## src/logic/kf_config.svh

```systemverilog
// ----------------------------------------
// K-function wrapper constants
// Word size, Keccak rate, operand sizes
// and digest layout
// ----------------------------------------
`ifndef KF_CONFIG_SVH
`define KF_CONFIG_SVH

// Stream word and rate block
`define KF_WORD_W        32
`define KF_RATE_WORDS    26

// Message m and ciphertext part c1 share one size
`define KF_MSG_BYTES     32

// Ciphertext part c0, held word-wise in block RAM
`define KF_R_BITS        1234
`define KF_C0_BYTES      ((`KF_R_BITS + 7) / 8)
`define KF_C0_WORDS      ((`KF_C0_BYTES + 3) / 4)
`define KF_C0_ADDR_W     6

// Whole message before padding
`define KF_TOTAL_BYTES   (2 * `KF_MSG_BYTES + `KF_C0_BYTES)

// Rate blocks incl. at least one pad byte
`define KF_BLOCKS        ((`KF_TOTAL_BYTES + 1 + 4 * `KF_RATE_WORDS - 1) / (4 * `KF_RATE_WORDS))
`define KF_STREAM_WORDS  (`KF_BLOCKS * `KF_RATE_WORDS)

// Counter widths
`define KF_IDX_W         7
`define KF_SLOT_W        5

// Hash output, read out word by word
`define KF_K_WORDS       8

`endif

```

## src/logic/kf_data_pkg.sv

```systemverilog
// ----------------------------------------
// K-function data types
// Stream words, rate block and digest
// ----------------------------------------
`include "kf_config.svh"

package kf_data_pkg;

    // Little-endian byte packing, byte j in bits 8j+7..8j
    typedef logic [`KF_WORD_W-1:0] kf_word_t;

    // Padded stream word on its way to the block register
    typedef struct packed {
        logic                   valid;
        logic [`KF_SLOT_W-1:0]  slot;
        // Final slot of a block
        logic                   last;
        kf_word_t               data;
    } kf_stream_word_t;

    // Rate part of the Keccak state, slot s in bits 32s+31..32s
    typedef logic [`KF_RATE_WORDS*`KF_WORD_W-1:0] kf_block_t;

    // Hash result handed back by the Keccak core
    typedef logic [`KF_K_WORDS*`KF_WORD_W-1:0] kf_digest_t;

endpackage

```

## src/logic/kf_block_builder.sv

```systemverilog
// ----------------------------------------
// K-function block builder
// Stores stream words into the rate block
// register and flags a complete block
// ----------------------------------------
`timescale 1ns/1ps
`include "kf_config.svh"

module kf_block_builder (
    input  logic                         CLK,
    input  logic                         RESETN,
    input  kf_data_pkg::kf_stream_word_t word,
    output kf_data_pkg::kf_block_t       block,
    output logic                         block_ready
);

    kf_data_pkg::kf_block_t block_q;
    logic                   ready_q;

    // Slot write, no reset on block contents
    always_ff @(posedge CLK) begin
        if (word.valid) begin
            block_q[int'(word.slot)*`KF_WORD_W +: `KF_WORD_W] <= word.data;
        end
    end

    // Block complete once the last slot is stored
    always_ff @(posedge CLK) begin
        if (!RESETN) begin
            ready_q <= 1'b0;
        end else begin
            ready_q <= word.valid && word.last;
        end
    end

    // Register feeds Keccak directly, held until next block starts
    assign block       = block_q;
    assign block_ready = ready_q;

endmodule

```

## config.mk

```make
export PLATFORM = sky130hd
export DESIGN_NAME = kf_block_builder
export DESIGN_NICKNAME = d
export VERILOG_FILES = /design/src/logic/kf_data_pkg.sv /design/src/logic/kf_block_builder.sv
export VERILOG_INCLUDE_DIRS = /design/src /design/src/logic
export SDC_FILE = /design/constraint.sdc
export NUM_CORES = 1
export LEC_CHECK = 0
export BUFFER_PORTS_ARGS = -buffer_cell sky130_fd_sc_hd__buf_2
export CAP_MARGIN = 20
export CORE_AREA = 2 2 340 342
export DETAILED_ROUTE_END_ITERATION = 6
export DIE_AREA = 0 0 342 344
export PLACE_DENSITY_LB_ADDON = 0.3
export SLEW_MARGIN = 20
export SYNTH_ARGS = -nofsm -noshare
export SYNTH_HDL_FRONTEND = slang
export SYNTH_SLANG_ARGS = --single-unit
export TNS_END_PERCENT = 10
```

## constraint.sdc

```tcl
create_clock -name CLK -period 5.7 [get_ports CLK]
set_clock_uncertainty 0.1 [all_clocks]
set_input_delay 0.285 -clock CLK [delete_from_list [all_inputs] [get_ports CLK]]
set_output_delay 0.285 -clock CLK [all_outputs]
set_load 0.01 [all_outputs]
```

# ---- Yosys cells after proc, flatten, opt, wreduce, memory -nomap -nowiden
# Index checks and enable logic that the tools add are counted.
dict set report word_totals {
  reg_bits 833
  input_bits 41
  output_inout_bits 833
}
dict set report op_classes {
  n_addsub 1
  shift 2
  muxes 1
  n_reduce_logical 1
}
# operator n
set ops {}
lappend ops {{$bwmux 832} 1}
lappend ops {{$shift 32x33->832 const A} 1}
lappend ops {{$shiftx 32x33->832} 1}
lappend ops {{$neg 10->33} 1}
lappend ops {{$logic_and 1x1->1} 1}

# ---- Logic depth before layout (Yosys ltp)
dict set report depth {
  word_depth 3
  depth_mapped 12
  mapped_depth_nobuf 8
}

# ---- Worst setup path before layout
# No wires, ideal clock.
dict set report synth_timing {
  path_kind {in2reg}
  start {input word[33] (netlist name)}
  end {register block_q[800], in the netlist block[800] (enable)}
  arrival_ns 4.134
  t_required_ns 5.139
  path_slack_ns 1.005
  stages 9
  path_buffers 2
  cell_sequence {buf_2 inv_1 ha_1 nor2b_1 nor2b_1 ha_1 buf_1 or3_1 nor3_1}
}
# item line
set synth_rtl {}
lappend synth_rtl {{from (decl)} kf_block_builder.sv:12} ;# input kf_data_pkg::kf_stream_word_t word,
lappend synth_rtl {{to (signal, indexed assignment)} kf_block_builder.sv:23} ;# block_q[int'(word.slot)*`KF_WORD_W +: `KF_WORD_W] <= word.data;
lappend synth_rtl {{to (decl)} kf_block_builder.sv:17} ;# kf_data_pkg::kf_block_t block_q;

==> qor.txt <==
Final hold violation count -> 0
Clock-pin transition on the worst setup and hold timing paths -> 0.06 ns
Fill count -> 11257
Starting DRT DRC Count -> 2183
Vias per cell -> 4.64
Final min period -> 3.50 ns
Critical Path Source Type -> input port
Worst-margin pin slew -> 1.07 ns
Die W -> 342 um
Vias -> 21047
GRT Total Usage -> 20.9%
Number of max-cap violations -> 0
Synth Cell Area -> 0.0307 mm^2
Crit. End Element -> flop
TritonCTS clock tree -> done
Root buffer cell -> clkbuf_16
Share of layout cells above drive strength 1 -> 36.7%
Hold Slack -> 0.194 ns
DP HPWL -> 86500 um
Switching Fraction -> 23.9%
Port bufs -> 873
Drt first pass iters -> 5
Die Area -> 0.118 mm^2
Sequential area share after synthesis -> 81.4%
# setup viols final -> 0
Number of buffers created by CTS -> 89
Crit path arrival time -> 3.79 ns
Setup TNS Final -> 0 ns
Top post-synthesis cells by area -> edfxtp_1, nor2_1, and3_1
Period utilisation layout -> 61.4%
Worst path required time -> 5.99 ns
Ys Warns -> 0
Primary FF master, synth -> edfxtp_1
Gp weighted congestion -> 0.784
Min-delay src -> word[10]
Final WL -> 128000 um
Hold EP -> block[778]
Site Rows -> 124
Placed cells -> 4356
Power Dens Cells -> 335 mW/mm^2
Flop pwr share -> 50.7%
Leak -> 11.7 nW
Num ports -> 874
Hold path depth -> 2
Number of flops mapped to enable cells by yosys -> 832
Antenna violation net count after detailed routing -> 0
Clk pwr share -> 43.4%
Area grow syn2layout -> 29.9%
Pin count of the biggest net entering global routing -> 82
Internal power -> 0.0102 W
Synth Register Bits -> 833
Cell variety after synth -> 33
Rel. slew slack -> 28.7%
Status -> finished clean
Synth area leader -> edfxtp_1
FMAX -> 0.286 GHz
CP Max Fanout -> 26
Comb pwr share -> 5.9%
Syn Inst Count -> 2097
CTS Sinks -> 833
CTS H-tree depth -> 3
Peak supply drop -> 0.000260 V
Synth top area share -> 81.4%
Initial antenna violation count -> 13
NetSw -> 0.00319 W
Final cell count without fillers -> 4533
Place WS -> 1.41 ns
Post-CTS resize count -> 0
Chip height -> 344 um
PnR worst setup slack -> 2.20 ns
Unrepaired setup endpoints after global routing -> no
Syn_area_per_cell -> 14.6 um^2
Vias in the first global route -> 20734
Count of final max-slew check failures -> 0
Post-synth top cells -> edfxtp_1, nor2_1, nor3_1, nand2_1, and3_1
GR Overflow Total -> 0
Final net count -> 2987
Count leader, synth -> edfxtp_1
Post-synthesis net count -> 2140
Asr flop ratio synth -> 0%
DR WL/cell -> 28.2 um
Worst Hold Class -> input port to flop
First-pass GRT wire length -> 170000 um
Maximum clock path buffer count -> 3
Starting Density -> 27.0%
Residual DRC count -> 0
Core area -> 0.114 mm^2
Kind of critical path -> input port to flop
[power groups by stage]
stage                     registers (W)  logic [W]  clock network (W)
final                           0.00679   0.000788            0.00580
after global placement          0.00692   0.000792                  0
after detailed placement        0.00692   0.000797                  0
after global routing            0.00679   0.000837            0.00611
after floorplan                 0.00696   0.000326                  0
after CTS                       0.00679   0.000803            0.00592
[worst max-delay path, stage by stage]
cell	delay (ns)
buf_2	0.27
inv_1	0.11
ha_1	0.53
nand2b_1	0.33
nor2_4	0.66
nand2_1	0.38
nor2_4	0.87
buf_4	0.32
[final cells by class]
class	instances	area [um^2]	area share [%]
sequential	833	25000	62.7
multi-input combinational	1079	5180	13.0
timing repair buffer	937	4910	12.3
clock buffer	112	2410	6.04
tap	1512	1890	4.74
clock inverter	52	462	1.16
inverter	4	15.0	0.0376
antenna	4	10.0	0.0251
[registers in the layout (all words and copies together) (netlist names)]
signal	cells
block	832
block_ready	1
[metrics by stage]
step                power (W)  area, um^2  utilization [%]
floorplan             0.00729       30700                -
global placement      0.00771       36900             32.4
detailed placement    0.00772       36900             32.4
CTS                    0.0135       39900             35.0
global route           0.0137       39900             35.0
finish                 0.0134       39900             35.0
[per-layer routing]
metal | routed length [um] | GRT usage, %
met5 | 0 | 0
met3 | 12800 | 6.57
met2 | 63600 | 36.1
met4 | 3660 | 6.35
met1 | 47700 | 25.0
[cell usage in the layout, fill, tap and decap left out, drive strengths merged]
master       count
a2111oi          1
a21oi            2
and2            33
and3           151
buf            928
bufinv           6
clkbuf         112
clkinv          36
clkinvlp         4
dfxtp            1
diode            4
dlygate4sd3      9
edfxtp         832
ha               2
inv             10
mux2i            1
nand2          172
nand2b           4
nand3            6
nand4            1
nor2           510
nor2b            7
nor3           179
nor4             1
nor4b            2
or2              2
or3              1
or4b             1
xnor2            2
xor2             1
[worst max path at each step]
| stage | start | to | slack [ns] |
|---|---|---|---|
| 2_1_floorplan | word[33] | block[800] | 1.00 |
| 3_3_place_gp | word[33] | block[639] | 1.46 |
| 3_5_place_dp | word[33] | block[638] | 1.41 |
| 4_1_cts | word[33] | block[639] | 2.15 |
| 5_1_grt | word[33] | block[632] | 1.94 |
| 6_report | word[33] | block[639] | 2.20 |
[logic make-up (layout without fill, tap and decap cells)]
family | Yosys count | count (layout) | synth area share [%]
xor+xnor | 3 | 3 | 0.0856
simple gates | 1070 | 1070 | 15.7
other cells | 0 | 4 | 0
buf+inv | 185 | 1105 | 2.58
mux | 1 | 1 | 0.0326
flops | 833 | 833 | 81.4
fa+ha+maj | 2 | 2 | 0.0815
compound gates | 3 | 3 | 0.0937
[what timing repair did]
action,4_1_cts,5_1_grt
hold buffers,9,0
buffers inserted,0,0
hold endpoints to repair,8,0
Note: power is estimated with default switching activity, not from simulation.
