===== src/logic/kf_config.svh =====
// ----------------------------------------
// K-function wrapper constants
// Word size, Keccak rate, operand sizes
// and digest layout
// ----------------------------------------
`ifndef KF_CONFIG_SVH
`define KF_CONFIG_SVH

// Stream word and rate block
`define KF_WORD_W        32
`define KF_RATE_WORDS    26

// Message m and ciphertext part c1 share one size
`define KF_MSG_BYTES     32

// Ciphertext part c0, held word-wise in block RAM
`define KF_R_BITS        1234
`define KF_C0_BYTES      ((`KF_R_BITS + 7) / 8)
`define KF_C0_WORDS      ((`KF_C0_BYTES + 3) / 4)
`define KF_C0_ADDR_W     6

// Whole message before padding
`define KF_TOTAL_BYTES   (2 * `KF_MSG_BYTES + `KF_C0_BYTES)

// Rate blocks incl. at least one pad byte
`define KF_BLOCKS        ((`KF_TOTAL_BYTES + 1 + 4 * `KF_RATE_WORDS - 1) / (4 * `KF_RATE_WORDS))
`define KF_STREAM_WORDS  (`KF_BLOCKS * `KF_RATE_WORDS)

// Counter widths
`define KF_IDX_W         7
`define KF_SLOT_W        5

// Hash output, read out word by word
`define KF_K_WORDS       8

`endif


===== src/logic/kf_data_pkg.sv =====
// ----------------------------------------
// K-function data types
// Stream words, rate block and digest
// ----------------------------------------
`include "kf_config.svh"

package kf_data_pkg;

    // Little-endian byte packing, byte j in bits 8j+7..8j
    typedef logic [`KF_WORD_W-1:0] kf_word_t;

    // Padded stream word on its way to the block register
    typedef struct packed {
        logic                   valid;
        logic [`KF_SLOT_W-1:0]  slot;
        // Final slot of a block
        logic                   last;
        kf_word_t               data;
    } kf_stream_word_t;

    // Rate part of the Keccak state, slot s in bits 32s+31..32s
    typedef logic [`KF_RATE_WORDS*`KF_WORD_W-1:0] kf_block_t;

    // Hash result handed back by the Keccak core
    typedef logic [`KF_K_WORDS*`KF_WORD_W-1:0] kf_digest_t;

endpackage


===== src/logic/kf_digest_reader.sv =====
// ----------------------------------------
// K-function digest reader
// Steps the hash out as eight words
// with a valid strobe and word address
// ----------------------------------------
`timescale 1ns/1ps
`include "kf_config.svh"

module kf_digest_reader (
    input  logic                                CLK,
    input  logic                                RESETN,
    input  logic                                rd_start,
    input  kf_data_pkg::kf_digest_t             hash_in,
    output logic                                k_valid,
    output logic [$clog2(`KF_K_WORDS)-1:0]      k_addr,
    output kf_data_pkg::kf_word_t               k_out,
    output logic                                rd_last
);

    localparam int AW = $clog2(`KF_K_WORDS);

    logic          active_q;
    logic [AW-1:0] cnt_q;

    always_ff @(posedge CLK) begin
        if (!RESETN) begin
            active_q <= 1'b0;
            cnt_q    <= '0;
        end else if (rd_start) begin
            active_q <= 1'b1;
            cnt_q    <= '0;
        end else if (active_q) begin
            cnt_q <= cnt_q + 1'b1;
            // Stop after the final word
            if (cnt_q == AW'(`KF_K_WORDS - 1)) begin
                active_q <= 1'b0;
            end
        end
    end

    // Word 0 is the top slice of the hash
    assign k_valid = active_q;
    assign k_addr  = active_q ? cnt_q : '0;
    assign k_out   = active_q ? hash_in[(`KF_K_WORDS-1-int'(cnt_q))*`KF_WORD_W +: `KF_WORD_W]
                              : '0;
    assign rd_last = active_q && (cnt_q == AW'(`KF_K_WORDS - 1));

endmodule


===== config.mk =====
export PLATFORM = sky130hd
export DESIGN_NAME = kf_digest_reader
export DESIGN_NICKNAME = d
export VERILOG_FILES = /design/src/logic/kf_data_pkg.sv /design/src/logic/kf_digest_reader.sv
export VERILOG_INCLUDE_DIRS = /design/src /design/src/logic
export SDC_FILE = /design/constraint.sdc
export NUM_CORES = 1
export LEC_CHECK = 0
export ABC_AREA = 1
export BUFFER_PORTS_ARGS = -buffer_cell sky130_fd_sc_hd__buf_2
export CAP_MARGIN = 20
export CORE_AREA = 2 2 114 116
export DETAILED_ROUTE_END_ITERATION = 10
export DIE_AREA = 0 0 116 118
export GPL_TIMING_DRIVEN = 0
export PLACE_DENSITY = 0.66
export SLEW_MARGIN = 25
export SYNTH_ARGS = -nofsm -noshare
export SYNTH_HDL_FRONTEND = slang
export SYNTH_SLANG_ARGS = --single-unit

===== constraint.sdc =====
create_clock -name CLK -period 1.45 [get_ports CLK]
set_clock_uncertainty 0.1 [all_clocks]
set_input_delay 0.29 -clock CLK [delete_from_list [all_inputs] [get_ports CLK]]
set_output_delay 0.29 -clock CLK [all_outputs]
set_load 0.005 [all_outputs]

Word level (Yosys, flattened, before mapping) --
Cells that the tools add are included.
Storage, ports and cells: flip-flop bits (word level) 4, input bits 259, output and inout port bits 37, logic and storage cells 14
Operators by class: $add $sub $neg 2, eq/ne operators 1, shift-type cells 1, mux-type cells 5, bitwise logic cells 1, reductions and logical operators 2
Operators by type and width (number):
- 256-bit by 9-bit variable part select with 32-bit output | 1
- 32-bit 2-to-1 mux | 1
- 3-bit by 3-bit subtractor with 4-bit output (first input constant) | 1
- 3-bit by 1-bit adder with 3-bit output (second input constant) | 1
- 3-bit == test (second input constant) | 1
- 1-bit 2-to-1 mux | 3
- 3-bit 2-to-1 mux | 1
- 2-bit OR reduction | 1
- 1-bit logical AND | 1
- 1-bit inverter | 1

Logic depth before layout (Yosys ltp) --
depth after elaboration 4, gate-level depth with buffers 9, mapped depth without buffers 6

Worst setup path before layout --
OpenSTA, ideal clock, no wires.
path kind flip-flop to output port, start register cnt_q[0], end output k_out[10], arrival 1021 ps, data required time 1060 ps, slack 39 ps, stages on the path, launching flop included 10, path buffers 3, cells stage by stage dfxtp_1 > buf_4 > inv_2 > buf_6 > buf_6 > nand2_1 > nand3_1 > nand2_1 > nand2_1 > nand2_1
On the way: cells in the longest elaborated chain, start to end 3
Ends and longest elaborated chain:
- from (decl) | line kf_digest_reader.sv:23 | logic [AW-1:0] cnt_q;
- from (signal assigned) | line kf_digest_reader.sv:33 | cnt_q <= cnt_q + 1'b1;
- 3-bit by 3-bit subtractor with 4-bit output (no source line)
- 256-bit by 9-bit variable part select with 32-bit output | line kf_digest_reader.sv:44 | assign k_out = active_q ? hash_in[(`KF_K_WORDS-1-int'(cnt_q))*`KF_WORD_W +: `KF_WORD_W]
- 32-bit 2-to-1 mux | line kf_digest_reader.sv:44
- to (decl) | line kf_digest_reader.sv:16 | output kf_data_pkg::kf_word_t k_out,
Every way passes these cells.

Worst setup path in the final report --
start register cnt_q[0], end output k_out[25]
Same word-level chain as after synthesis.

==> out/metrics.cfg <==
[outcome]
outcome = complete, but fails checks
violations = negative setup slack

[synthesis]
ys_warn_count = 0
synth_top_area_share_pct = 42.96
yosysUniqueCellTypes = 16
synth-edff-count = 0
synthTopCellsByArea = nand2_1, inv_1, nand3_1
synthMostInstantiatedCell = nand2_1
syn_nets = 1139
async_flop_share_pct = 0
ys.flop_type = dfxtp_1
netlist_area_sq_um = 3696
ys_ff_latch = 4
yosys.area.top_type = nand2_1
ys_top_cells_by_count = nand2_1, inv_1, nand3_1, buf_2, buf_6
ys_seq_area_share_pct = 2.167
syn_inst = 878
postSynthAreaPerCell_sq_um = 4.210

[clock_network]
insertion_delay_ns = 0.22
cts_tree = yes
cts_hold_buf = 0
root_buffer = clkbuf_16
htree_levels = 1
clk_pin_slew_ns = 0.03
cts_buffer_depth = 2
cts_sinks = 4
cts_made_buffers = 3

[route]
vias_per_cell = 4.310
drt_iter0_markers = 367
drc = 0
wl_per_cell_um = 12.56
ant_nets = 0
drt_wl_total_mm = 17.11
vias = 5870
drt-pass1-iter-count = 5

[floorplanning]
io-pin-count = 296
die-area_sq_um = 13690
std_cell_rows = 41
dieWidth_um = 116
core_sq_um = 12410
start_util_pct = 29.77
die_h_um = 118

[worst_setup_path]
worstSetupStartpoint = cnt_q[0]
criticalPathCategory = flip-flop to output port
end_kind = output port
reg2reg_depth = 5
crit_arrival_ns = 1.47
timing.rr.start = cnt_q[0]
critPathLaunchType = flip-flop
r2r_slack_ns = 0.24
cp.required_ns = 1.06
crit_fanout = 10

[power]
p_clk_share_pct = 21.6
p_switching_w = 0.0007896
peakVddDrop_mv = 0.4557
p_comb_share_pct = 72.3
power_density_nw_per_um2 = 320.7
p_leak_nw = 4.540
power_w = 0.001971
power_frac_seq_pct = 6.1
p_sw_share_pct = 40.06
p_int_w = 0.001181

[placement]
dp_hpwl_mm = 13.31
gp_congestion = 0.8790
io_buffers = 295

[global_routing]
track_usage_pct = 23.30
grt_start_max_net_pins = 11
grt_pass1_wl_mm = 25.61
grt_pass1_vias = 5326
gr-total-overflow = 0
antenna_found_initial = 0

[worst_hold_path]
hold_start = rd_start
holdPathStages = 2
hold_path.class = input port to flip-flop

[timing]
finalCriticalPeriod_ns = 1.861
fin_crit_sh_pct = 128.3
layout_setup_ws_ns = -0.4110
rsz0062_at_grt = yes
fin_tns_setup_ns = -12.21
maxSlewViolCount = 0
hold_ws_ns = 0.2091
worstMarginPinSlew_ns = 0.2769
finalSetupViolCount = 35
finalHoldViolations = 0
max_freq_ghz = 0.5374
max-slew-margin-rel_pct = 81.54

[layout]
drive_above_1_share_pct = 33.45
fin_nets = 1453
n_antenna_cell = 0
fillerInstances = 1472
areaGrowthSynthToFinish_pct = 66.28

[job]
drv_cap = 0

==> metrics by stage <==
stage               setup slack [ns]  util (%)  cell area, sq um  cells
global route                 -0.4912     49.51              6146   1362
global placement             -0.3808     43.40              5388   1345
finish                       -0.4110     49.51              6146   1362
detailed placement           -0.3854     43.40              5388   1345
CTS                          -0.4136     48.32              5998   1361
floorplan                    0.03900         -              3696    878
==> power by group through the flow <==
stage | clock, W | combinational [W] | sequential (W)
final | 0.000427 | 0.00143 | 0.000119
after global placement | 0 | 0.00124 | 0.000123
after global routing | 0.000447 | 0.00159 | 0.000120
after CTS | 0.000435 | 0.00139 | 0.000119
after floorplan | 0 | 0.000675 | 0.000122
after detailed placement | 0 | 0.00125 | 0.000123
==> per-layer routing <==
metal / track usage (%) / part of all wire [%] / wire (um) / vias to the layer above
met3: 3.296 / 7.1 / 1209 / 26
li1: - / - / - / 3093
met5: 0 / 0 / 0 / -
met4: 4.390 / 1.5 / 258 / 0
met1: 28.16 / 41 / 7089 / 2504
met2: 43.24 / 50 / 8555 / 247
==> layout by cell type (no fill, tap or decap), drive strengths merged <==
master / n
inv: 264
nor3: 1
a21oi: 1
ha: 2
nand2: 423
buf: 353
nor2: 4
dfxtp: 4
clkbuf: 8
o21a: 1
a211oi: 1
nand3: 128
==> kinds of logic after synthesis <==
family                   count (synthesis)  share of synthesized area, %
AND/OR/NAND/NOR                        556                         60.90
buffers and inverters                  313                         35.71
flip-flops                               4                         2.167
AO/OA/AOI/OAI                            3                        0.5417
adder cells (fa/ha/maj)                  2                        0.6769
==> state kept, by name, indices dropped and copies added, names as in the netlist <==
name,cells
cnt_q,3
k_valid,1
==> cell type report <==
type                            count  area (sq um)  area share (%)
Multi-Input combinational cell    561          2426           39.47
Timing Repair Buffer              309          1687           27.44
Inverter                          264          1001           16.29
Buffer                             49         649.4           10.57
Tap cell                          172         215.2           3.502
Sequential cell                     4         92.59           1.507
Clock buffer                        3         75.07           1.221
==> critical path: stages, from the launching register on <==
cell	delay, ns
dfxtp_2	0.31
buf_6	0.13
inv_8	0.08
buf_12	0.14
buf_8	0.14
nand2_1	0.07
nand3_1	0.08
nand2_1	0.06
nand2_1	0.07
nand2_1	0.05
buf_2	0.12
==> timing repair <==
| action | 4_1_cts | 5_1_grt |
|---|---|---|
| pin swaps | 9 | 7 |
| buffers inserted | 9 | 0 |
| gates cloned | 4 | 1 |
| setup endpoints to repair | 36 | 36 |
| gates resized for setup | 118 | 33 |
==> worst paths after layout <==
check	to
setup / recovery	k_out[25]
hold / removal	k_valid
hold reg to reg	cnt_q[2]
setup reg to reg	cnt_q[2]
No activity file was read; power rests on OpenSTA's default activity.
