$ cat config.mk
export PLATFORM = sky130hd
export DESIGN_NAME = kf_control
export DESIGN_NICKNAME = d
export VERILOG_FILES = /design/src/logic/kf_ctrl_pkg.sv /design/src/logic/kf_control.sv
export VERILOG_INCLUDE_DIRS = /design/src /design/src/logic
export SDC_FILE = /design/constraint.sdc
export NUM_CORES = 1
export LEC_CHECK = 0
export BUFFER_PORTS_ARGS = -buffer_cell sky130_fd_sc_hd__buf_2
export CAP_MARGIN = 30
export CORE_MARGIN = 5
export CORE_UTILIZATION = 45
export CTS_CLUSTER_DIAMETER = 40
export CTS_CLUSTER_SIZE = 20
export DETAILED_ROUTE_END_ITERATION = 6
export GPL_ROUTABILITY_DRIVEN = 0
export PLACE_DENSITY = 0.69
export SYNTH_ARGS = -nofsm -noshare
export SYNTH_HDL_FRONTEND = slang
export SYNTH_SLANG_ARGS = --single-unit
$ cat constraint.sdc
create_clock -name CLK -period 3.7 [get_ports CLK]
set_input_delay 0.185 -clock CLK [delete_from_list [all_inputs] [get_ports CLK]]
set_output_delay 0.185 -clock CLK [all_outputs]
set_load 0.005 [all_outputs]
$ cat src/logic/kf_config.svh
// ----------------------------------------
// K-function wrapper constants
// Word size, Keccak rate, operand sizes
// and digest layout
// ----------------------------------------
`ifndef KF_CONFIG_SVH
`define KF_CONFIG_SVH

// Stream word and rate block
`define KF_WORD_W        32
`define KF_RATE_WORDS    26

// Message m and ciphertext part c1 share one size
`define KF_MSG_BYTES     32

// Ciphertext part c0, held word-wise in block RAM
`define KF_R_BITS        1234
`define KF_C0_BYTES      ((`KF_R_BITS + 7) / 8)
`define KF_C0_WORDS      ((`KF_C0_BYTES + 3) / 4)
`define KF_C0_ADDR_W     6

// Whole message before padding
`define KF_TOTAL_BYTES   (2 * `KF_MSG_BYTES + `KF_C0_BYTES)

// Rate blocks incl. at least one pad byte
`define KF_BLOCKS        ((`KF_TOTAL_BYTES + 1 + 4 * `KF_RATE_WORDS - 1) / (4 * `KF_RATE_WORDS))
`define KF_STREAM_WORDS  (`KF_BLOCKS * `KF_RATE_WORDS)

// Counter widths
`define KF_IDX_W         7
`define KF_SLOT_W        5

// Hash output, read out word by word
`define KF_K_WORDS       8

`endif

$ cat src/logic/kf_ctrl_pkg.sv
// ----------------------------------------
// K-function control types
// Sequencer states and word requests
// ----------------------------------------
`include "kf_config.svh"

package kf_ctrl_pkg;

    // Run sequencer
    typedef enum logic [2:0] {
        ST_IDLE    = 3'd0,
        ST_ISSUE   = 3'd1,
        ST_DRAIN   = 3'd2,
        ST_PERMUTE = 3'd3,
        ST_WAIT    = 3'd4,
        ST_READOUT = 3'd5,
        ST_DONE    = 3'd6
    } kf_state_e;

    // One stream word wanted from the word source
    typedef struct packed {
        logic                   valid;
        // Word number within the padded stream
        logic [`KF_IDX_W-1:0]   index;
        // Target slot within the current rate block
        logic [`KF_SLOT_W-1:0]  slot;
    } kf_word_req_t;

endpackage

$ cat src/logic/kf_control.sv
// ----------------------------------------
// K-function run sequencer
// Issues word requests per rate block,
// starts Keccak once per block, loops over
// all blocks, then triggers the digest
// readout and holds done
// ----------------------------------------
`timescale 1ns/1ps
`include "kf_config.svh"

module kf_control (
    input  logic                      CLK,
    input  logic                      RESETN,
    input  logic                      hash_en,
    input  logic                      block_ready,
    input  logic                      keccak_done,
    input  logic                      rd_last,
    output kf_ctrl_pkg::kf_word_req_t req,
    output logic                      keccak_start,
    output logic                      keccak_first,
    output logic                      rd_start,
    output logic                      done
);

    localparam int BLK_W = $clog2(`KF_BLOCKS);
    localparam logic [`KF_SLOT_W-1:0] LAST_SLOT = `KF_SLOT_W'(`KF_RATE_WORDS - 1);
    localparam logic [BLK_W-1:0] LAST_BLK = BLK_W'(`KF_BLOCKS - 1);

    kf_ctrl_pkg::kf_state_e state_q;
    kf_ctrl_pkg::kf_state_e state_d;

    // Stream word index, runs across all blocks
    logic [`KF_IDX_W-1:0] idx_q;
    // Slot within the current block
    logic [`KF_SLOT_W-1:0] slot_q;
    // Block being absorbed
    logic [BLK_W-1:0] blk_q;
    logic rd_start_q;

    // ----------------------------------------
    // Next state
    // ----------------------------------------
    always_comb begin
        state_d = state_q;
        case (state_q)
            // New run from idle or after a finished run
            kf_ctrl_pkg::ST_IDLE,
            kf_ctrl_pkg::ST_DONE: begin
                if (hash_en) begin
                    state_d = kf_ctrl_pkg::ST_ISSUE;
                end
            end
            // One request per cycle, 26 per block
            kf_ctrl_pkg::ST_ISSUE: begin
                if (slot_q == LAST_SLOT) begin
                    state_d = kf_ctrl_pkg::ST_DRAIN;
                end
            end
            // Last word still in the pipe
            kf_ctrl_pkg::ST_DRAIN: begin
                if (block_ready) begin
                    state_d = kf_ctrl_pkg::ST_PERMUTE;
                end
            end
            // Single start cycle
            kf_ctrl_pkg::ST_PERMUTE: begin
                state_d = kf_ctrl_pkg::ST_WAIT;
            end
            kf_ctrl_pkg::ST_WAIT: begin
                if (keccak_done) begin
                    state_d = (blk_q == LAST_BLK) ? kf_ctrl_pkg::ST_READOUT
                                                  : kf_ctrl_pkg::ST_ISSUE;
                end
            end
            // Reader flags its eighth word
            kf_ctrl_pkg::ST_READOUT: begin
                if (rd_last) begin
                    state_d = kf_ctrl_pkg::ST_DONE;
                end
            end
            default: begin
                state_d = kf_ctrl_pkg::ST_IDLE;
            end
        endcase
    end

    // ----------------------------------------
    // State and counters
    // ----------------------------------------
    always_ff @(posedge CLK) begin
        if (!RESETN) begin
            state_q    <= kf_ctrl_pkg::ST_IDLE;
            idx_q      <= '0;
            slot_q     <= '0;
            blk_q      <= '0;
            rd_start_q <= 1'b0;
        end else begin
            state_q <= state_d;
            // Pulse on entry to readout
            rd_start_q <= (state_q == kf_ctrl_pkg::ST_WAIT) &&
                          (state_d == kf_ctrl_pkg::ST_READOUT);
            case (state_q)
                kf_ctrl_pkg::ST_IDLE,
                kf_ctrl_pkg::ST_DONE: begin
                    if (hash_en) begin
                        idx_q  <= '0;
                        slot_q <= '0;
                        blk_q  <= '0;
                    end
                end
                kf_ctrl_pkg::ST_ISSUE: begin
                    idx_q  <= idx_q + 1'b1;
                    slot_q <= (slot_q == LAST_SLOT) ? '0 : slot_q + 1'b1;
                end
                kf_ctrl_pkg::ST_WAIT: begin
                    if (keccak_done && (blk_q != LAST_BLK)) begin
                        blk_q <= blk_q + 1'b1;
                    end
                end
                default: begin
                end
            endcase
        end
    end

    // Outputs decoded from state
    assign req.valid    = (state_q == kf_ctrl_pkg::ST_ISSUE);
    assign req.index    = idx_q;
    assign req.slot     = slot_q;
    assign keccak_start = (state_q == kf_ctrl_pkg::ST_PERMUTE);
    // Init flag only with the first block of a run
    assign keccak_first = keccak_start && (blk_q == '0);
    assign rd_start     = rd_start_q;
    assign done         = (state_q == kf_ctrl_pkg::ST_DONE);

endmodule

# [Word-level counts from Yosys, hierarchy flattened]
# Index checks and enable logic that the tools add are counted.
[word_totals] register_bits=18 wordCells=45 input_bits=6 output_inout_bits=17
[classes] n_mux=15 addsub=3 reduce_logical=10 n_eq_ne=12
[ops] cell="3-bit 2-to-1 mux" count=6
[ops] cell="3-bit one-hot mux with 6 select lines" count=1
[ops] cell="7-bit one-hot mux with 2 select lines" count=1
[ops] cell="3-bit equality test, second input constant" count=4
[ops] cell="5-bit 2-to-1 mux" count=2
[ops] cell="5-bit one-hot mux with 2 select lines" count=1
[ops] cell="7-bit by 1-bit adder with 7-bit output, second input constant" count=1
[ops] cell="7-bit 2-to-1 mux" count=1
[ops] cell="3-bit by 2-bit equality test with 1-bit output, second input constant" count=2
[ops] cell="5-bit by 1-bit adder with 5-bit output, second input constant" count=1
[ops] cell="5-bit equality test, second input constant" count=1
[ops] cell="2-bit 2-to-1 mux" count=2
[ops] cell="2-bit != test, second input constant" count=2
[ops] cell="2-bit one-hot mux with 2 select lines" count=1
[ops] cell="2-bit nonzero test" count=2
[ops] cell="3-bit by 1-bit equality test with 1-bit output, second input constant" count=1
[ops] cell="1-bit logical AND" count=3
[ops] cell="3-bit logical NOT" count=1
[ops] cell="3-bit AND reduction" count=1
[ops] cell="2-bit by 1-bit adder with 2-bit output, second input constant" count=1
[ops] cell="2-bit equality test, second input constant" count=1
[ops] cell="2-bit logical NOT" count=1
[ops] cell="2-bit by 1-bit != test with 1-bit output, second input constant" count=1
[ops] cell="2-bit AND reduction" count=1
[ops] cell="2-bit OR reduction" count=1

# [Depth between registers and ports, before layout]
# Gate-level depths: netlist of the first run.
[logic_depth] depth_word=6 depth_mapped=7 ltp_nobuf=6

# [Worst setup path after synthesis of the first run]
# No wires, ideal clock.
[synth_path] path_kind="reg-to-reg" start="register state_q[2]" end="register slot_q[0]" slack_ps=2261 period_less_slack_ps=1439 arrival_time_ps=1373 n_path_buf=2 setup_ps=66 required_time_ps=3634 stages_incl_launch_ff=8 cell_sequence="dfxtp_1 buf_6 or3b_1 buf_6 inv_8 nand2_4 or2_0 a21boi_2"
[synth_rtl] item="from (decl)" line_no="kf_control.sv:29" source="kf_ctrl_pkg::kf_state_e state_q;"
[synth_rtl] item="from (signal assigned)" line_no="kf_control.sv:92" source="state_q <= kf_ctrl_pkg::ST_IDLE;"
[synth_rtl] item="from (signal assigned)" line_no="kf_control.sv:98" source="state_q <= state_d;"
[synth_rtl] item="to (signal assigned)" line_no="kf_control.sv:113" source="slot_q <= (slot_q == LAST_SLOT) ? '0 : slot_q + 1'b1;"
[synth_rtl] item="to (decl)" line_no="kf_control.sv:35" source="logic [`KF_SLOT_W-1:0] slot_q;"

==> qor.txt, run 1 <==
Vias in the first global route: 748
Final setup violation count: 0
Syn Area/Cell: 8.53 um^2
Std cell rows: 17
RSZ-0062 raised after global routing: false
Skew final: 3.46 ps
Num CTS Buffers: 3
Synth Instances: 117
Length of the first detailed-routing pass in iterations: 4
Status: finished, final reports clean
First-pass GRT wire length: 3320 um
Clock Latency Late Sink: 280 ps
GRT Overall Usage: 12.6%
# Max-Cap Violations: 0
Die area: 0.00326 mm^2
Initial Util: 46.0%
CTS tree: yes
Synth warn: 0
Min-delay src: RESETN
DR DRC count: 0
Final core occ: 52.0%
Post-synth EDFFs: 0
Post-synth top flop: dfxtp_1
Drt via density: 5.29
Final period utilization: 47.5%
Hold Path Class: in -> reg
Drt total wl: 1930 um
Core area: 0.00217 mm^2
Resize count post-CTS: 0
FF+latch count, synth: 18
Critical path class: reg -> out
# diodes: 0
Worst Path Arrival: 1570 ps
Initial antenna violation count: 0
Worst slew pin tran: 482 ps
Post-synth ARST share: 0%
DIE HEIGHT: 57.1 um
Clk sinks: 18
Final Max Slew Viols: 0
Net count, final: 150
Yosys cell types: 40
F_max: 569 MHz
Die W: 57.1 um
Wire per inst: 11.7 um
R2r startpoint: state_q[0]$_SDFF_PN0_
Vias: 873
Worst setup path start: state_q[0]$_SDFF_PN0_
Synth Cell Area: 998 um^2
CTS root buffer: clkbuf_4
CP Launch Type: register
Design Area, Final: 0.00113 mm^2
# port buffers: 22
Endpoints failing hold: 0
DRT antenna net count: 0
Worst vdd ir: 246 uV
# IOs: 23
CP max FO: 10
Share of cells above drive strength 1: 21.9%
Largest net degree at the start of global routing: 19
Pwr Density: 296 mW/mm^2
Area grow syn2layout: 13.0%
Post-synthesis sequential area ratio: 36.1%
Setup Buffers After CTS: 0
Global route overflow: 0
Post-detail-place hpwl: 1500 um
Syn nets: 128
Critical path capture point type: primary output
Leak: 0.493 nW
Rel. slew slack: 67.8%
H-tree levels: 1
DP Area: 0.00111 mm^2
Setup TNS: 0 ps
Tot Pwr: 0.000334 W
Clk pin slew, worst setup/hold paths: 100 ps
Maximum root-to-sink buffer count: 2
Minimum clock period: 1760 ps
First-iteration detailed-routing DRC count: 9
Hold bufs inserted after CTS: 0
Critical Path RT: 3510 ps
[where the power goes]
| part | total (W) | switching, W | internal (W) |
|---|---|---|---|
| clock | 0.0000942 | 0.0000565 | 0.0000377 |
| combinational | 0.0000383 | 0.0000223 | 0.0000160 |
| sequential | 0.000202 | 0.00000508 | 0.000197 |
[per-stage QoR]
| stage | cells | setup slack [ps] | hold slack [ps] |
|---|---|---|---|
| 6_report | 165 | 1940 | 250 |
| 5_1_grt | 165 | 1860 | 269 |
| 4_1_cts | 165 | 1930 | 249 |
| 3_5_place_dp | 162 | 2080 | 450 |
| 3_3_place_gp | 162 | 2130 | 444 |
| 2_1_floorplan | 117 | 2260 | 434 |
[per-layer routing]
layer	wire (um)	vias up	GRT usage, %
met2	888	20	18.8
li1	-	450	-
met5	0	-	0
met3	117	2	4.07
met1	899	401	17.0
met4	20	0	4.97
[placed cells by master, fill, tap and decap left out, types with 2 or more instances in the layout]
| cell | count |
|---|---|
| a21oi_1 | 5 |
| and2_1 | 5 |
| and3_1 | 3 |
| buf_2 | 22 |
| clkbuf_4 | 3 |
| dfxtp_1 | 18 |
| ha_1 | 5 |
| inv_1 | 5 |
| nand2_1 | 8 |
| nand2b_1 | 2 |
| nand3_1 | 8 |
| nand4_1 | 2 |
| nand4b_1 | 2 |
| nor2_1 | 11 |
| nor2b_1 | 3 |
| o21ai_0 | 8 |
| o22ai_1 | 2 |
| xor2_1 | 4 |
[worst paths after layout]
kind	to	slack, ps	cells past startpoint
worst max register to register	slot_q[0]$_SDFFE_PN0P_	2080	5
worst min-delay path	idx_q[2]$_SDFFE_PN0P_	250	3
worst min register to register	blk_q[0]$_SDFFE_PN0P_	460	2
worst max-delay path	req[12]	1940	3
[cell usage after synthesis, types with 2 or more instances]
master / instances / area share (%)
nand2_1: 8 / 3.0
inv_1: 5 / 1.9
nand4b_1: 2 / 1.8
nand2b_1: 2 / 1.3
buf_6: 2 / 2.3
and2_1: 5 / 3.1
a21oi_1: 5 / 2.5
nand3_1: 8 / 4.0
xor2_1: 4 / 3.5
nand4_1: 2 / 1.3
and3_1: 3 / 1.9
ha_1: 5 / 6.3
o21ai_0: 8 / 4.0
dfxtp_1: 18 / 36
o22ai_1: 2 / 1.3
nor2b_1: 3 / 1.9
nor2_1: 11 / 4.1
clkbuf_1: 2 / 0.75
[critical path: stages, from the launching register on]
cell	delay, ps
dfxtp_1	490
or3b_1	540
inv_8	140
buf_2	120
[state kept, by name, indices dropped and copies added (netlist names)]
| register | cells |
|---|---|
| slot_q | 5 |
| blk_q | 2 |
| state_q | 3 |
| idx_q | 7 |
| rd_start | 1 |
[kinds of logic (layout without fill, tap and decap cells)]
logic type,Yosys count,in the layout,synth area share [%]
AOI/OAI and AO/OA,24,24,16.2
xor gates and xnor gates,5,5,4.39
adders and majority gates,5,5,6.27
buffers and inverters,11,31,6.77
DFF,18,18,36.1
muxes,1,1,1.00
and+or+nand+nor,53,53,29.3
[area by class of cell]
class	instances	area, um^2
fillers	217	1040
multi-input cells	88	571
flip-flops and latches	18	360
repair buffers	22	110
well taps	28	35.0
inverters	6	30.0
clock buffers	3	22.5
(Power assumes the default switching activity.)
==> run 2: changes to the inputs <==
clock period = 1.7 ns   (was 3.7 ns; I/O delays follow)
==> run 2 against run 1 <==
Against the previous run: global-route usage down 0.099 points; cell count up 1.2%; clock power up 120%; sequential share of layout area down 0.42 points; sequential power up 120%; total power up 120%; clock-buffer cell count unchanged; first-iteration DRC count up 120%; critical path depth unchanged; critical endpoint unchanged; largest cell class unchanged.
==> qor.txt, run 2 (synthesis results as in run 1) <==
Reg2Reg Depth: 5
Hold Path Class: in -> reg
Clk sinks: 18
Final core occ: 52.7%
Initial antenna violation count: 0
Clock Latency Late Sink: 290 ps
Filler Cells Inserted: 225
Critical Path RT: 1620 ps
Die W: 57.1 um
# port buffers: 22
Global route overflow: 0
Largest net degree at the start of global routing: 19
FF-to-FF setup slack: 140 ps
# Max-Cap Violations: 0
Minimum clock period: 1600 ps
DRT antenna net count: 0
CTS tree: yes
RSZ-0062 raised after global routing: false
First-pass GRT wire length: 3330 um
Worst Path Arrival: 1520 ps
Wire per inst: 11.8 um
Clk pin slew, worst setup/hold paths: 100 ps
CP Launch Type: register
First-iteration detailed-routing DRC count: 20
Drt via density: 5.11
DIE HEIGHT: 57.1 um
# diodes: 0
Leak: 0.503 nW
Setup Buffers After CTS: 0
Footprint of the multi-input gates: 571 um^2
Leading cell type in the layout, fill and taps excluded: buf_2
DR DRC count: 0
Area grow syn2layout: 14.5%
Vias in the first global route: 781
Worst slew pin tran: 314 ps
Status: finished, final reports clean
H-tree levels: 1
R2r startpoint: state_q[0]$_SDFF_PN0_
Drt total wl: 1980 um
Most frequent cells in the layout: 22 x buf_2, 18 x dfxtp_1, 11 x nor2_1
Setup TNS: 0 ps
Share of cells above drive strength 1: 23.0%
GRT Overall Usage: 12.5%
Core area: 0.00217 mm^2
Worst setup path start: state_q[0]$_SDFF_PN0_
Pwr Density: 647 mW/mm^2
CTS root buffer: clkbuf_4
Final Max Slew Viols: 0
Num CTS Buffers: 3
Std cell rows: 17
# IOs: 23
R2R Path End: slot_q[0]$_SDFFE_PN0P_
Vias: 854
Final period utilization: 94.1%
Post-detail-place hpwl: 1530 um
Net count, final: 152
Critical path capture point type: primary output
Top flop regs: idx_q (7), slot_q (5), state_q (3)
Worst vdd ir: 492 uV
Final setup violation count: 0
CP max FO: 10
F_max: 625 MHz
Hold Crit Endpoint: idx_q[2]$_SDFFE_PN0P_
Top reg by flops: idx_q
Endpoints failing hold: 0
Max FFs per register: 7
WHS Path Cells: 3
Maximum root-to-sink buffer count: 2
Die area: 0.00326 mm^2
Initial Util: 46.0%
Min-delay src: RESETN
Length of the first detailed-routing pass in iterations: 4
Rel. slew slack: 79.0%
FF+latch area: 360 um^2
Critical path class: reg -> out
Skew final: 7.12 ps
Resize count post-CTS: 0
Hold bufs inserted after CTS: 0
-- run 2: cell count changes in the layout (fill, tap and decap cells not counted), sizes merged --
cell	previous run	this run
buf	22	24
-- run 2: how the worst max path moves through the flow --
stage | end | slack (ps) | depth (start not counted)
after floorplan | slot_q[0]$_SDFFE_PN0P_ | 260 | 7
after global placement | slot_q[0]$_SDFFE_PN0P_ | 200 | 5
after detailed placement | slot_q[0]$_SDFFE_PN0P_ | 160 | 5
after CTS | req[12] | 90 | 3
after global routing | req[12] | 6 | 3
final | req[12] | 100 | 3
-- run 2: critical path, stage by stage, from the launching register on --
cell,delay [ps]
dfxtp_1,430
or3b_1,530
inv_8,140
buf_2,120
-- run 2: layer usage --
| layer | vias to the layer above | wire length, um | track usage (%) |
|---|---|---|---|
| li1 | 453 | - | - |
| met1 | 377 | 971 | 17.3 |
| met2 | 21 | 866 | 18.6 |
| met3 | 3 | 111 | 2.49 |
| met4 | 0 | 29 | 5.96 |
| met5 | - | 0 | 0 |
-- run 2: cell type report --
type / instances / area share [%]
inverter: 6 / 2.63
multi-input combinational: 88 / 49.9
timing repair buffer: 24 / 10.9
sequential: 18 / 31.5
tap: 28 / 3.06
clock buffer: 3 / 1.97
-- run 2: per-stage QoR --
| step | hold WS (ps) | worst slack, ps | instances | total power [W] | area [um^2] |
|---|---|---|---|---|---|
| final | 142 | 99.6 | 167 | 0.000740 | 1140 |
| after global routing | 156 | 5.72 | 167 | 0.000773 | 1140 |
| after CTS | 138 | 89.3 | 167 | 0.000748 | 1140 |
| after detailed placement | 454 | 159 | 164 | 0.000541 | 1120 |
| after global placement | 445 | 199 | 164 | 0.000539 | 1120 |
| after floorplan | 334 | 261 | 117 | 0.000515 | 998 |
-- run 2: where the power goes --
part / switching [W] / internal [W] / total [W]
Sequential: 0.00000984 / 0.000429 / 0.000438
Clock: 0.000127 / 0.0000825 / 0.000209
Combinational: 0.0000526 / 0.0000396 / 0.0000922
Total: 0.000189 / 0.000551 / 0.000740
